==> config.mk <==
export PLATFORM = sky130hd
export DESIGN_NAME = bytecode_core
export DESIGN_NICKNAME = d
export VERILOG_FILES = /design/src/source/jvm_pkg.sv /design/src/source/bytecode_core.sv /design/src/source/eval_stack_port.sv /design/src/source/execute_stage.sv /design/src/source/opcode_decoder.sv /design/src/source/operand_fetch.sv /design/src/source/writeback_stage.sv
export SDC_FILE = /design/constraint.sdc
export NUM_CORES = 1
export LEC_CHECK = 0
export BUFFER_PORTS_ARGS = -buffer_cell sky130_fd_sc_hd__buf_2
export CORE_MARGIN = 3
export CORE_UTILIZATION = 43
export CTS_BUF_LIST = sky130_fd_sc_hd__clkbuf_2
export CTS_CLUSTER_SIZE = 16
export DETAILED_ROUTE_END_ITERATION = 7
export HOLD_SLACK_MARGIN = 0.06
export PLACE_DENSITY_LB_ADDON = 0.15
export SLEW_MARGIN = 0
export SYNTH_ARGS = -nofsm -noshare
export SYNTH_HDL_FRONTEND = slang
export SYNTH_SLANG_ARGS = --single-unit
==> constraint.sdc <==
create_clock -name clk -period 6.43 [get_ports clk]
set_input_delay 0.3215 -clock clk [delete_from_list [all_inputs] [get_ports clk]]
set_output_delay 0.3215 -clock clk [all_outputs]
set_load 0.005 [all_outputs]
==> src/source/jvm_pkg.sv <==
`default_nettype none

package jvm_pkg;

    localparam int word_w = 32;
    localparam int offset_w = 16;
    localparam int byte_w = 8;

    // idle cycles after op_done before the next opcode is sampled
    localparam int fetch_wait_w = 2;
    localparam logic [fetch_wait_w-1:0] fetch_wait_cycles = 2'd3;

    localparam logic [byte_w-1:0] nop       = 8'h00;
    localparam logic [byte_w-1:0] iconst_m1 = 8'h02;
    localparam logic [byte_w-1:0] iconst_0  = 8'h03; // base of the constant value
    localparam logic [byte_w-1:0] iconst_5  = 8'h08;
    localparam logic [byte_w-1:0] bipush    = 8'h10;
    localparam logic [byte_w-1:0] sipush    = 8'h11;
    localparam logic [byte_w-1:0] pop       = 8'h57;
    localparam logic [byte_w-1:0] iadd      = 8'h60;
    localparam logic [byte_w-1:0] isub      = 8'h64;
    localparam logic [byte_w-1:0] iand      = 8'h7e;
    localparam logic [byte_w-1:0] ior       = 8'h80;
    localparam logic [byte_w-1:0] ixor      = 8'h82;
    localparam logic [byte_w-1:0] ifeq      = 8'h99;
    localparam logic [byte_w-1:0] ifle      = 8'h9e;
    localparam logic [byte_w-1:0] if_icmpeq = 8'h9f;
    localparam logic [byte_w-1:0] if_icmple = 8'ha4;
    localparam logic [byte_w-1:0] goto_op   = 8'ha7;

    typedef enum logic [2:0] {
        alu_add, alu_sub, alu_and, alu_or, alu_xor
    } alu_op_e;

    // same order as the opcodes so the kind is the opcode minus the first of its group
    typedef enum logic [2:0] {
        cmp_eq, cmp_ne, cmp_lt, cmp_ge, cmp_gt, cmp_le
    } cmp_kind_e;

    typedef struct packed {
        logic              is_alu;
        alu_op_e           alu_op;
        logic              is_cmp;
        cmp_kind_e         cmp_kind;
        logic              cmp_zero;    // compare operand a against zero
        logic              is_goto;
        logic              is_const;
        logic [word_w-1:0] const_val;
        logic              is_literal;  // bipush or sipush
        logic [1:0]        argc;        // code bytes after the opcode
        logic [1:0]        pops;        // stack values consumed
        logic              stack_wb;
        logic [byte_w-1:0] arg1;
        logic [byte_w-1:0] arg2;
    } decoded_op_t;

    typedef struct packed {
        decoded_op_t       dec;
        logic [word_w-1:0] operand_a;
        logic [word_w-1:0] operand_b;
    } operand_pkt_t;

    typedef struct packed {
        logic                stack_wb;
        logic [word_w-1:0]   value;
        logic [offset_w-1:0] offset;
    } result_pkt_t;

    typedef struct packed {
        logic              push;   // low for a pop
        logic [word_w-1:0] data;
    } stack_req_t;

endpackage

`default_nettype wire

==> src/source/bytecode_core.sv <==
`timescale 1ns/1ps
`default_nettype none

module bytecode_core (
    input  logic                          clk,
    input  logic                          rst,
    input  logic [jvm_pkg::byte_w-1:0]    op_code,
    input  logic [jvm_pkg::byte_w-1:0]    arg1,
    input  logic [jvm_pkg::byte_w-1:0]    arg2,
    output logic [jvm_pkg::offset_w-1:0]  offset,
    output logic                          op_done,
    output logic                          evalpush,
    output logic                          evaltrigger,
    output logic [jvm_pkg::word_w-1:0]    evalwrite,
    input  logic [jvm_pkg::word_w-1:0]    evalread,
    input  logic                          evaldone
);

    logic                  dec_valid;
    logic                  opnd_valid;
    logic                  res_valid;
    jvm_pkg::decoded_op_t  dec;
    jvm_pkg::operand_pkt_t opnd;
    jvm_pkg::result_pkt_t  res;
    jvm_pkg::stack_req_t   fetch_req;
    jvm_pkg::stack_req_t   wb_req;
    logic                  fetch_trigger;
    logic                  fetch_done;
    logic                  wb_trigger;
    logic                  wb_done;

    opcode_decoder opcode_decoder_i (
        .clk       (clk),
        .rst       (rst),
        .op_code   (op_code),
        .arg1      (arg1),
        .arg2      (arg2),
        .op_done   (op_done),
        .dec_valid (dec_valid),
        .dec       (dec)
    );

    operand_fetch operand_fetch_i (
        .clk         (clk),
        .rst         (rst),
        .dec_valid   (dec_valid),
        .dec         (dec),
        .req         (fetch_req),
        .req_trigger (fetch_trigger),
        .done        (fetch_done),
        .read_data   (evalread),
        .opnd_valid  (opnd_valid),
        .opnd        (opnd)
    );

    execute_stage execute_stage_i (
        .clk        (clk),
        .rst        (rst),
        .opnd_valid (opnd_valid),
        .opnd       (opnd),
        .res_valid  (res_valid),
        .res        (res)
    );

    writeback_stage writeback_stage_i (
        .clk         (clk),
        .rst         (rst),
        .res_valid   (res_valid),
        .res         (res),
        .req         (wb_req),
        .req_trigger (wb_trigger),
        .done        (wb_done),
        .op_done     (op_done),
        .offset      (offset)
    );

    eval_stack_port eval_stack_port_i (
        .clk           (clk),
        .rst           (rst),
        .fetch_req     (fetch_req),
        .fetch_trigger (fetch_trigger),
        .wb_req        (wb_req),
        .wb_trigger    (wb_trigger),
        .fetch_done    (fetch_done),
        .wb_done       (wb_done),
        .evalpush      (evalpush),
        .evaltrigger   (evaltrigger),
        .evalwrite     (evalwrite),
        .evaldone      (evaldone)
    );

endmodule

`default_nettype wire

==> src/source/eval_stack_port.sv <==
`timescale 1ns/1ps
`default_nettype none

module eval_stack_port (
    input  logic                          clk,
    input  logic                          rst,
    input  jvm_pkg::stack_req_t           fetch_req,
    input  logic                          fetch_trigger,
    input  jvm_pkg::stack_req_t           wb_req,
    input  logic                          wb_trigger,
    output logic                          fetch_done,
    output logic                          wb_done,
    output logic                          evalpush,
    output logic                          evaltrigger,
    output logic [jvm_pkg::word_w-1:0]    evalwrite,
    input  logic                          evaldone
);

    jvm_pkg::stack_req_t active;
    logic                owner_wb;  // outstanding request came from writeback

    assign active = wb_trigger ? wb_req : fetch_req;
    assign evalpush = active.push;
    assign evalwrite = active.data;
    assign evaltrigger = fetch_trigger | wb_trigger;

    always_ff @(posedge clk) begin
        if (rst) begin
            owner_wb <= 1'b0;
        end else if (wb_trigger) begin
            owner_wb <= 1'b1;
        end else if (fetch_trigger) begin
            owner_wb <= 1'b0;
        end
    end

    // done goes only to the stage that asked
    assign fetch_done = evaldone & ~owner_wb;
    assign wb_done = evaldone & owner_wb;

    a_single_requester: assert property (@(posedge clk) disable iff (rst)
        !(fetch_trigger && wb_trigger));

endmodule

`default_nettype wire

==> src/source/execute_stage.sv <==
`timescale 1ns/1ps
`default_nettype none

module execute_stage (
    input  logic                          clk,
    input  logic                          rst,
    input  logic                          opnd_valid,
    input  jvm_pkg::operand_pkt_t         opnd,
    output logic                          res_valid,
    output jvm_pkg::result_pkt_t          res
);

    logic [jvm_pkg::word_w-1:0]   a;
    logic [jvm_pkg::word_w-1:0]   b;
    logic [jvm_pkg::word_w-1:0]   alu_out;
    logic [jvm_pkg::word_w-1:0]   literal;
    logic [jvm_pkg::word_w-1:0]   value;
    logic [jvm_pkg::offset_w-1:0] next_offset;
    logic                         lt;
    logic                         eq;
    logic                         taken;

    assign a = opnd.operand_a;
    assign b = opnd.dec.cmp_zero ? '0 : opnd.operand_b;

    always_comb begin
        case (opnd.dec.alu_op)
            jvm_pkg::alu_add: alu_out = a + opnd.operand_b;
            jvm_pkg::alu_sub: alu_out = a - opnd.operand_b;
            jvm_pkg::alu_and: alu_out = a & opnd.operand_b;
            jvm_pkg::alu_or:  alu_out = a | opnd.operand_b;
            default:          alu_out = a ^ opnd.operand_b;
        endcase
    end

    // a negative a is below a non-negative b and equal signs compare by magnitude
    assign eq = (a == b);
    assign lt = (a[31] != b[31]) ? a[31] : (a < b);

    always_comb begin
        case (opnd.dec.cmp_kind)
            jvm_pkg::cmp_eq: taken = eq;
            jvm_pkg::cmp_ne: taken = !eq;
            jvm_pkg::cmp_lt: taken = lt;
            jvm_pkg::cmp_ge: taken = !lt;
            jvm_pkg::cmp_gt: taken = !lt && !eq;
            default:         taken = lt || eq;
        endcase
    end

    // bipush takes one byte and sipush two with arg1 high
    assign literal = (opnd.dec.argc == 2'd1) ?
        {{24{opnd.dec.arg1[7]}}, opnd.dec.arg1} :
        {{16{opnd.dec.arg1[7]}}, opnd.dec.arg1, opnd.dec.arg2};

    assign value = opnd.dec.is_alu     ? alu_out :
                   opnd.dec.is_literal ? literal :
                   opnd.dec.is_const   ? opnd.dec.const_val : '0;

    assign next_offset = (opnd.dec.is_goto || (opnd.dec.is_cmp && taken)) ?
        {opnd.dec.arg1, opnd.dec.arg2} :
        {{(jvm_pkg::offset_w - 2){1'b0}}, opnd.dec.argc} + 1'b1;

    always_ff @(posedge clk) begin
        if (rst) begin
            res_valid <= 1'b0;
        end else begin
            res_valid <= opnd_valid;
        end
    end

    always_ff @(posedge clk) begin
        if (opnd_valid) begin
            res.stack_wb <= opnd.dec.stack_wb;
            res.value <= value;
            res.offset <= next_offset;
        end
    end

endmodule

`default_nettype wire

==> src/source/opcode_decoder.sv <==
`timescale 1ns/1ps
`default_nettype none

module opcode_decoder (
    input  logic                          clk,
    input  logic                          rst,
    input  logic [jvm_pkg::byte_w-1:0]    op_code,
    input  logic [jvm_pkg::byte_w-1:0]    arg1,
    input  logic [jvm_pkg::byte_w-1:0]    arg2,
    input  logic                          op_done,
    output logic                          dec_valid,
    output jvm_pkg::decoded_op_t          dec
);

    logic                              busy;      // instruction in flight
    logic [jvm_pkg::fetch_wait_w-1:0]  wait_cnt;
    logic                              known;
    logic                              sample;
    logic [jvm_pkg::byte_w-1:0]        const_byte;
    jvm_pkg::decoded_op_t              dec_next;

    assign const_byte = op_code - jvm_pkg::iconst_0; // -1 .. 5 as a byte
    assign sample = !busy && (wait_cnt == '0) && known;

    always_comb begin
        dec_next = '0;
        dec_next.arg1 = arg1;
        dec_next.arg2 = arg2;
        known = 1'b1;
        case (op_code) inside
            [jvm_pkg::iconst_m1 : jvm_pkg::iconst_5]: begin
                dec_next.is_const = 1'b1;
                dec_next.const_val = {{(jvm_pkg::word_w - jvm_pkg::byte_w){const_byte[7]}},
                                      const_byte};
                dec_next.stack_wb = 1'b1;
            end
            jvm_pkg::bipush, jvm_pkg::sipush: begin
                dec_next.is_literal = 1'b1;
                dec_next.argc = (op_code == jvm_pkg::bipush) ? 2'd1 : 2'd2;
                dec_next.stack_wb = 1'b1;
            end
            jvm_pkg::pop: dec_next.pops = 2'd1;
            jvm_pkg::iadd, jvm_pkg::isub, jvm_pkg::iand, jvm_pkg::ior, jvm_pkg::ixor: begin
                dec_next.is_alu = 1'b1;
                dec_next.pops = 2'd2;
                dec_next.stack_wb = 1'b1;
                case (op_code)
                    jvm_pkg::iadd: dec_next.alu_op = jvm_pkg::alu_add;
                    jvm_pkg::isub: dec_next.alu_op = jvm_pkg::alu_sub;
                    jvm_pkg::iand: dec_next.alu_op = jvm_pkg::alu_and;
                    jvm_pkg::ior:  dec_next.alu_op = jvm_pkg::alu_or;
                    default:       dec_next.alu_op = jvm_pkg::alu_xor;
                endcase
            end
            [jvm_pkg::ifeq : jvm_pkg::ifle]: begin
                dec_next.is_cmp = 1'b1;
                dec_next.cmp_zero = 1'b1;
                dec_next.cmp_kind = jvm_pkg::cmp_kind_e'(3'(op_code - jvm_pkg::ifeq));
                dec_next.argc = 2'd2;
                dec_next.pops = 2'd1;
            end
            [jvm_pkg::if_icmpeq : jvm_pkg::if_icmple]: begin
                dec_next.is_cmp = 1'b1;
                dec_next.cmp_kind = jvm_pkg::cmp_kind_e'(3'(op_code - jvm_pkg::if_icmpeq));
                dec_next.argc = 2'd2;
                dec_next.pops = 2'd2;
            end
            jvm_pkg::goto_op: begin
                dec_next.is_goto = 1'b1;
                dec_next.argc = 2'd2;
            end
            default: known = 1'b0; // nop and unsupported codes keep the decoder waiting
        endcase
    end

    always_ff @(posedge clk) begin
        if (rst) begin
            busy <= 1'b0;
            wait_cnt <= jvm_pkg::fetch_wait_cycles;
            dec_valid <= 1'b0;
        end else begin
            dec_valid <= 1'b0;
            if (op_done) begin
                busy <= 1'b0;
                wait_cnt <= jvm_pkg::fetch_wait_cycles; // give the fetch unit time to move
            end else if (!busy) begin
                if (wait_cnt != '0) begin
                    wait_cnt <= wait_cnt - 1'b1;
                end else if (known) begin
                    busy <= 1'b1;
                    dec_valid <= 1'b1;
                end
            end
        end
    end

    always_ff @(posedge clk) begin
        if (sample) begin
            dec <= dec_next;
        end
    end

    // completion only ever belongs to an instruction this decoder started
    a_done_while_busy: assert property (@(posedge clk) disable iff (rst) op_done |-> busy);

endmodule

`default_nettype wire

==> src/source/operand_fetch.sv <==
`timescale 1ns/1ps
`default_nettype none

module operand_fetch (
    input  logic                          clk,
    input  logic                          rst,
    input  logic                          dec_valid,
    input  jvm_pkg::decoded_op_t          dec,
    output jvm_pkg::stack_req_t           req,
    output logic                          req_trigger,
    input  logic                          done,
    input  logic [jvm_pkg::word_w-1:0]    read_data,
    output logic                          opnd_valid,
    output jvm_pkg::operand_pkt_t         opnd
);

    logic [1:0] pops_left;  // includes the pop in flight
    logic       pending;    // pop issued, done not yet seen
    logic       pop_back;

    assign req = '{push: 1'b0, data: '0}; // this stage only ever pops
    assign pop_back = pending && done;

    always_ff @(posedge clk) begin
        if (rst) begin
            pops_left <= '0;
            pending <= 1'b0;
            req_trigger <= 1'b0;
            opnd_valid <= 1'b0;
        end else begin
            req_trigger <= 1'b0;
            opnd_valid <= 1'b0;
            pending <= (pending & ~done) | req_trigger;
            if (dec_valid) begin
                pops_left <= dec.pops;
                if (dec.pops == 2'd0) begin
                    opnd_valid <= 1'b1;
                end else begin
                    req_trigger <= 1'b1;
                end
            end else if (pop_back) begin
                pops_left <= pops_left - 1'b1;
                if (pops_left == 2'd1) begin
                    opnd_valid <= 1'b1;  // last operand in
                end else begin
                    req_trigger <= 1'b1;
                end
            end
        end
    end

    always_ff @(posedge clk) begin
        if (dec_valid) begin
            opnd.dec <= dec;
            opnd.operand_a <= '0;
            opnd.operand_b <= '0;
        end else if (pop_back) begin
            // top of stack is the second operand when two are popped
            if (pops_left == 2'd2) begin
                opnd.operand_b <= read_data;
            end else begin
                opnd.operand_a <= read_data;
            end
        end
    end

    a_one_pop_at_a_time: assert property (@(posedge clk) disable iff (rst)
        req_trigger |-> !pending);

endmodule

`default_nettype wire

==> src/source/writeback_stage.sv <==
`timescale 1ns/1ps
`default_nettype none

module writeback_stage (
    input  logic                          clk,
    input  logic                          rst,
    input  logic                          res_valid,
    input  jvm_pkg::result_pkt_t          res,
    output jvm_pkg::stack_req_t           req,
    output logic                          req_trigger,
    input  logic                          done,
    output logic                          op_done,
    output logic [jvm_pkg::offset_w-1:0]  offset
);

    logic                         waiting;     // push issued, waiting for done
    logic [jvm_pkg::offset_w-1:0] held_offset; // released with op_done

    always_ff @(posedge clk) begin
        if (rst) begin
            req_trigger <= 1'b0;
            waiting <= 1'b0;
            op_done <= 1'b0;
            offset <= '0;
        end else begin
            req_trigger <= 1'b0;
            op_done <= 1'b0;
            if (res_valid && res.stack_wb) begin
                req_trigger <= 1'b1;
                waiting <= 1'b1;
            end else if (res_valid) begin
                op_done <= 1'b1;          // nothing to push
                offset <= res.offset;
            end else if (waiting && done) begin
                waiting <= 1'b0;
                op_done <= 1'b1;
                offset <= held_offset;
            end
        end
    end

    always_ff @(posedge clk) begin
        if (res_valid) begin
            held_offset <= res.offset;
            req <= '{push: 1'b1, data: res.value};
        end
    end

    a_done_is_pulse: assert property (@(posedge clk) disable iff (rst) op_done |=> !op_done);

endmodule

`default_nettype wire
==> run metrics <==
status=completed; FF+latch count, synth=271; delay-heaviest family, CP=simple AND/OR/NAND/NOR gates; DRC errors left=0; Post-Syn Nets=1,819; Layout Utilization=50.8%; Clock Skew=approximately 0.1 ns; RSZ-0062 raised after global routing=false; chip height=196 um; Layout Nets=2,006; ratio of cells with drive above 1 in the final layout=14.8%; async set-or-reset flop fraction in the synthesized netlist=0%; Max Slew Vio Count=0; DRC marker count from the first detailed-route iteration=876; Final Hold Viols=0; synthesized area per cell=9.56 um2; highest net fanout along the worst path=12; sequential share of the synthesized area=46.4%; Synth Flop Type=edfxtp_1; Longest Clk Path Bufs=3; DIE WIDTH=196 um; H-tree Lvls=3; Crit path required time=around 7.2 ns; EDFF count, synth=177; Hold Crit Class=in -> reg; setup TNS=0 ns; WL final=41,400 um; final RePlAce weighted congestion=0.894; initial core utilization=44.2%; vias in the first global route=approximately 12,000; number of synthesis warnings=0; total CTS buffers=73; Die Area=38,400 um2; worst skew pair latency=0.92 ns; Tcrit/Tclk final=73.3%; vias=12,400; Clock transition at path regs=0.10 ns; post-layout min period=4.71 ns; FP Rows=68; CTS tree=yes; I/O pins=110; CTS root buf=clkbuf_2; Static Leak=7.18 nW; antenna-violating nets left=0; Max Cap Viol=0; Worst VDD drop=0.102 mV; core box area=35,100 um2; GRT overflow=0; post-DP HPWL=29,700 um; Synth Cell Area=~16,000 um2; antenna violations before repair=4; crit path DAT=5.46 ns; slew margin rel.=20.8%; CTS resizes=0; port bufs=109; slowest stage delay, CP=0.65 ns; area delta synth->final=14.8%; WS Path Type=reg -> reg; global-route wire length before repair=65,700 um; CP Launch Type=register; cells after synthesis=1,622; final setup vio count=0; Num Clock Sinks=between 200 and 300; largest net degree at the start of global routing=68; wire per inst=17.8 um; CP bufs+invs=0; worst-margin pin slew=1.19 ns; Via-to-Cell Ratio=5.33; Netlist cell types=a little under 70; highest attainable clock frequency=0.212 GHz; DR pass1 iterations=5; kind of end point of the critical path=register; PwrDens=237 nW/um2; Slowest cell on crit path=nor2_1; GRT Total Usage=a little over a fifth; Critical Path, Cell by Cell=nor2_1 -> nand2_1 -> nand2_1 -> o21ai_0 -> fa_1 -> nor2b_1 -> o21a_1 -> o21ai_1 -> a21oi_1 -> a211oi_1 -> o21ai_0 -> a31oi_1 -> or4_1 -> nand3_1
flip-flops by register name, indices dropped and copies added, names as in the netlist:
register and flops:
operand_fetch_i.pops_left 2, operand_fetch_i.opnd_valid 1, opcode_decoder_i.busy 1, writeback_stage_i.req_trigger 1
writeback_stage_i.req 32, writeback_stage_i.held_offset 16, opcode_decoder_i.dec_valid 1, execute_stage_i.res_valid 1
operand_fetch_i.req_trigger 1, execute_stage_i.res 49, operand_fetch_i.pending 1, writeback_stage_i.waiting 1
operand_fetch_i.opnd 103, writeback_stage_i.offset 16, opcode_decoder_i.wait_cnt 2, eval_stack_port_i.owner_wb 1
writeback_stage_i.op_done 1, opcode_decoder_i.dec 41
Yosys cell counts (40+ instances only):
master / count / area (um2)
clkbuf_1: 66 / 248
mux2i_1: 40 / 400
nand2b_1: 45 / 282
o21ai_0: 72 / 360
xnor2_1: 40 / 350
inv_1: 104 / 390
nand2_1: 241 / 905
nor2_1: 99 / 372
a21oi_1: 173 / 866
dfxtp_1: 94 / 1880
ha_1: 137 / 1710
edfxtp_1: 177 / 5320
and2_1: 40 / 250
cell usage in the layout, fill, tap and decap left out, types with 11 or more instances in the layout:
cell type and n:
mux2i_1 39, o21ai_0 72, nor3_1 21, inv_1 104
edfxtp_1 177, nor2b_1 18, clkbuf_2 112, nand2b_1 45
buf_2 109, xnor2_1 40, nand3_1 20, a211oi_1 24
xor2_1 11, nand2_1 241, a31oi_1 17, nand4_1 14
a21o_1 15, dfxtp_1 91, clkinv_1 12, a21oi_1 173
dlygate4sd3_1 63, and2_1 40, buf_4 15, ha_1 137
nor2_1 95, o211ai_1 12
per-stage QoR:
step           instances  power (mW)  setup slack, ns  area [um2]  hold slack [ns]
5_1_grt             2323        4.50             1.25       17800            0.104
4_1_cts             2319        4.26             1.81       17800           0.0802
3_5_place_dp        2126        2.95             1.85       16500            0.405
3_3_place_gp        2126        2.94             1.93       16500            0.402
6_report            2323        4.21             1.72       17800            0.184
2_1_floorplan       1622        2.68             2.56       15500            0.400
power by group:
group | internal, mW | switching (mW) | leakage, nW | total [mW]
combinational | 0.423 | 0.577 | 4.31 | 1.00
clock | 0.541 | 0.720 | 0.529 | 1.26
sequential | 1.88 | 0.0648 | 2.34 | 1.95
total | 2.85 | 1.36 | 7.18 | 4.21
logic make-up (layout without fill, tap and decap cells):
kind of cell	Yosys count	count (layout)	share of synthesized area, %
fa+ha+maj	138	138	11.2
buf+inv	179	421	4.39
simple gates	545	545	16.6
xor+xnor	52	52	3.06
compound gates	388	388	15.1
mux	49	49	3.24
other cells	0	4	0
flops	271	271	46.4
worst register-to-register path: stages (launching register included):
cell,delay [ns]
edfxtp_1,0.39
nor2_1,0.65
nand2_1,0.54
nand2_1,0.18
o21ai_0,0.17
fa_1,0.48
nor2b_1,0.13
o21a_1,0.14
o21ai_1,0.10
a21oi_1,0.32
a211oi_1,0.19
o21ai_0,0.43
a31oi_1,0.24
or4_1,0.51
nand3_1,0.08
area by class of cell:
class                   instances  area [um2]
clock buffers                 112         561
repair buffers                187        1290
inverters                     104         390
clock inverters                18         126
diodes                          4        10.0
fillers                      3347       17300
well taps                     455         569
multi-input cells            1172        7650
flip-flops and latches        271        7200
final timing paths:
kind / startpoint / end / slack [ns] / cells past startpoint
max: operand_fetch_i.opnd[126]$_DFFE_PP_ / execute_stage_i.res[46]$_DFFE_PP_ / 1.72 / 14
min: arg2[2] / opcode_decoder_i.dec[2]$_DFFE_PP_ / 0.18 / 2
max reg2reg: operand_fetch_i.opnd[126]$_DFFE_PP_ / execute_stage_i.res[46]$_DFFE_PP_ / 1.72 / 14
min reg2reg: execute_stage_i.res[24]$_DFFE_PP_ / writeback_stage_i.req[8]$_DFFE_PP_ / 0.36 / 0
routing by layer:
| metal | vias to the layer above | track usage [%] | share of wire, % |
|---|---|---|---|
| li1 | 6169 | - | - |
| met3 | 70 | 4.72 | 6.0 |
| met1 | 5828 | 29.8 | 47 |
| met4 | 2 | 7.42 | 2.3 |
| met2 | 315 | 33.5 | 45 |
| met5 | - | 0 | 0.031 |
repair_timing:
| action | in CTS | in global routing |
|---|---|---|
| hold endpoints to repair | 132 | 0 |
| hold buffers | 63 | 0 |
| setup buffers | 0 | 0 |
Note: power is estimated with default switching activity, not from simulation.
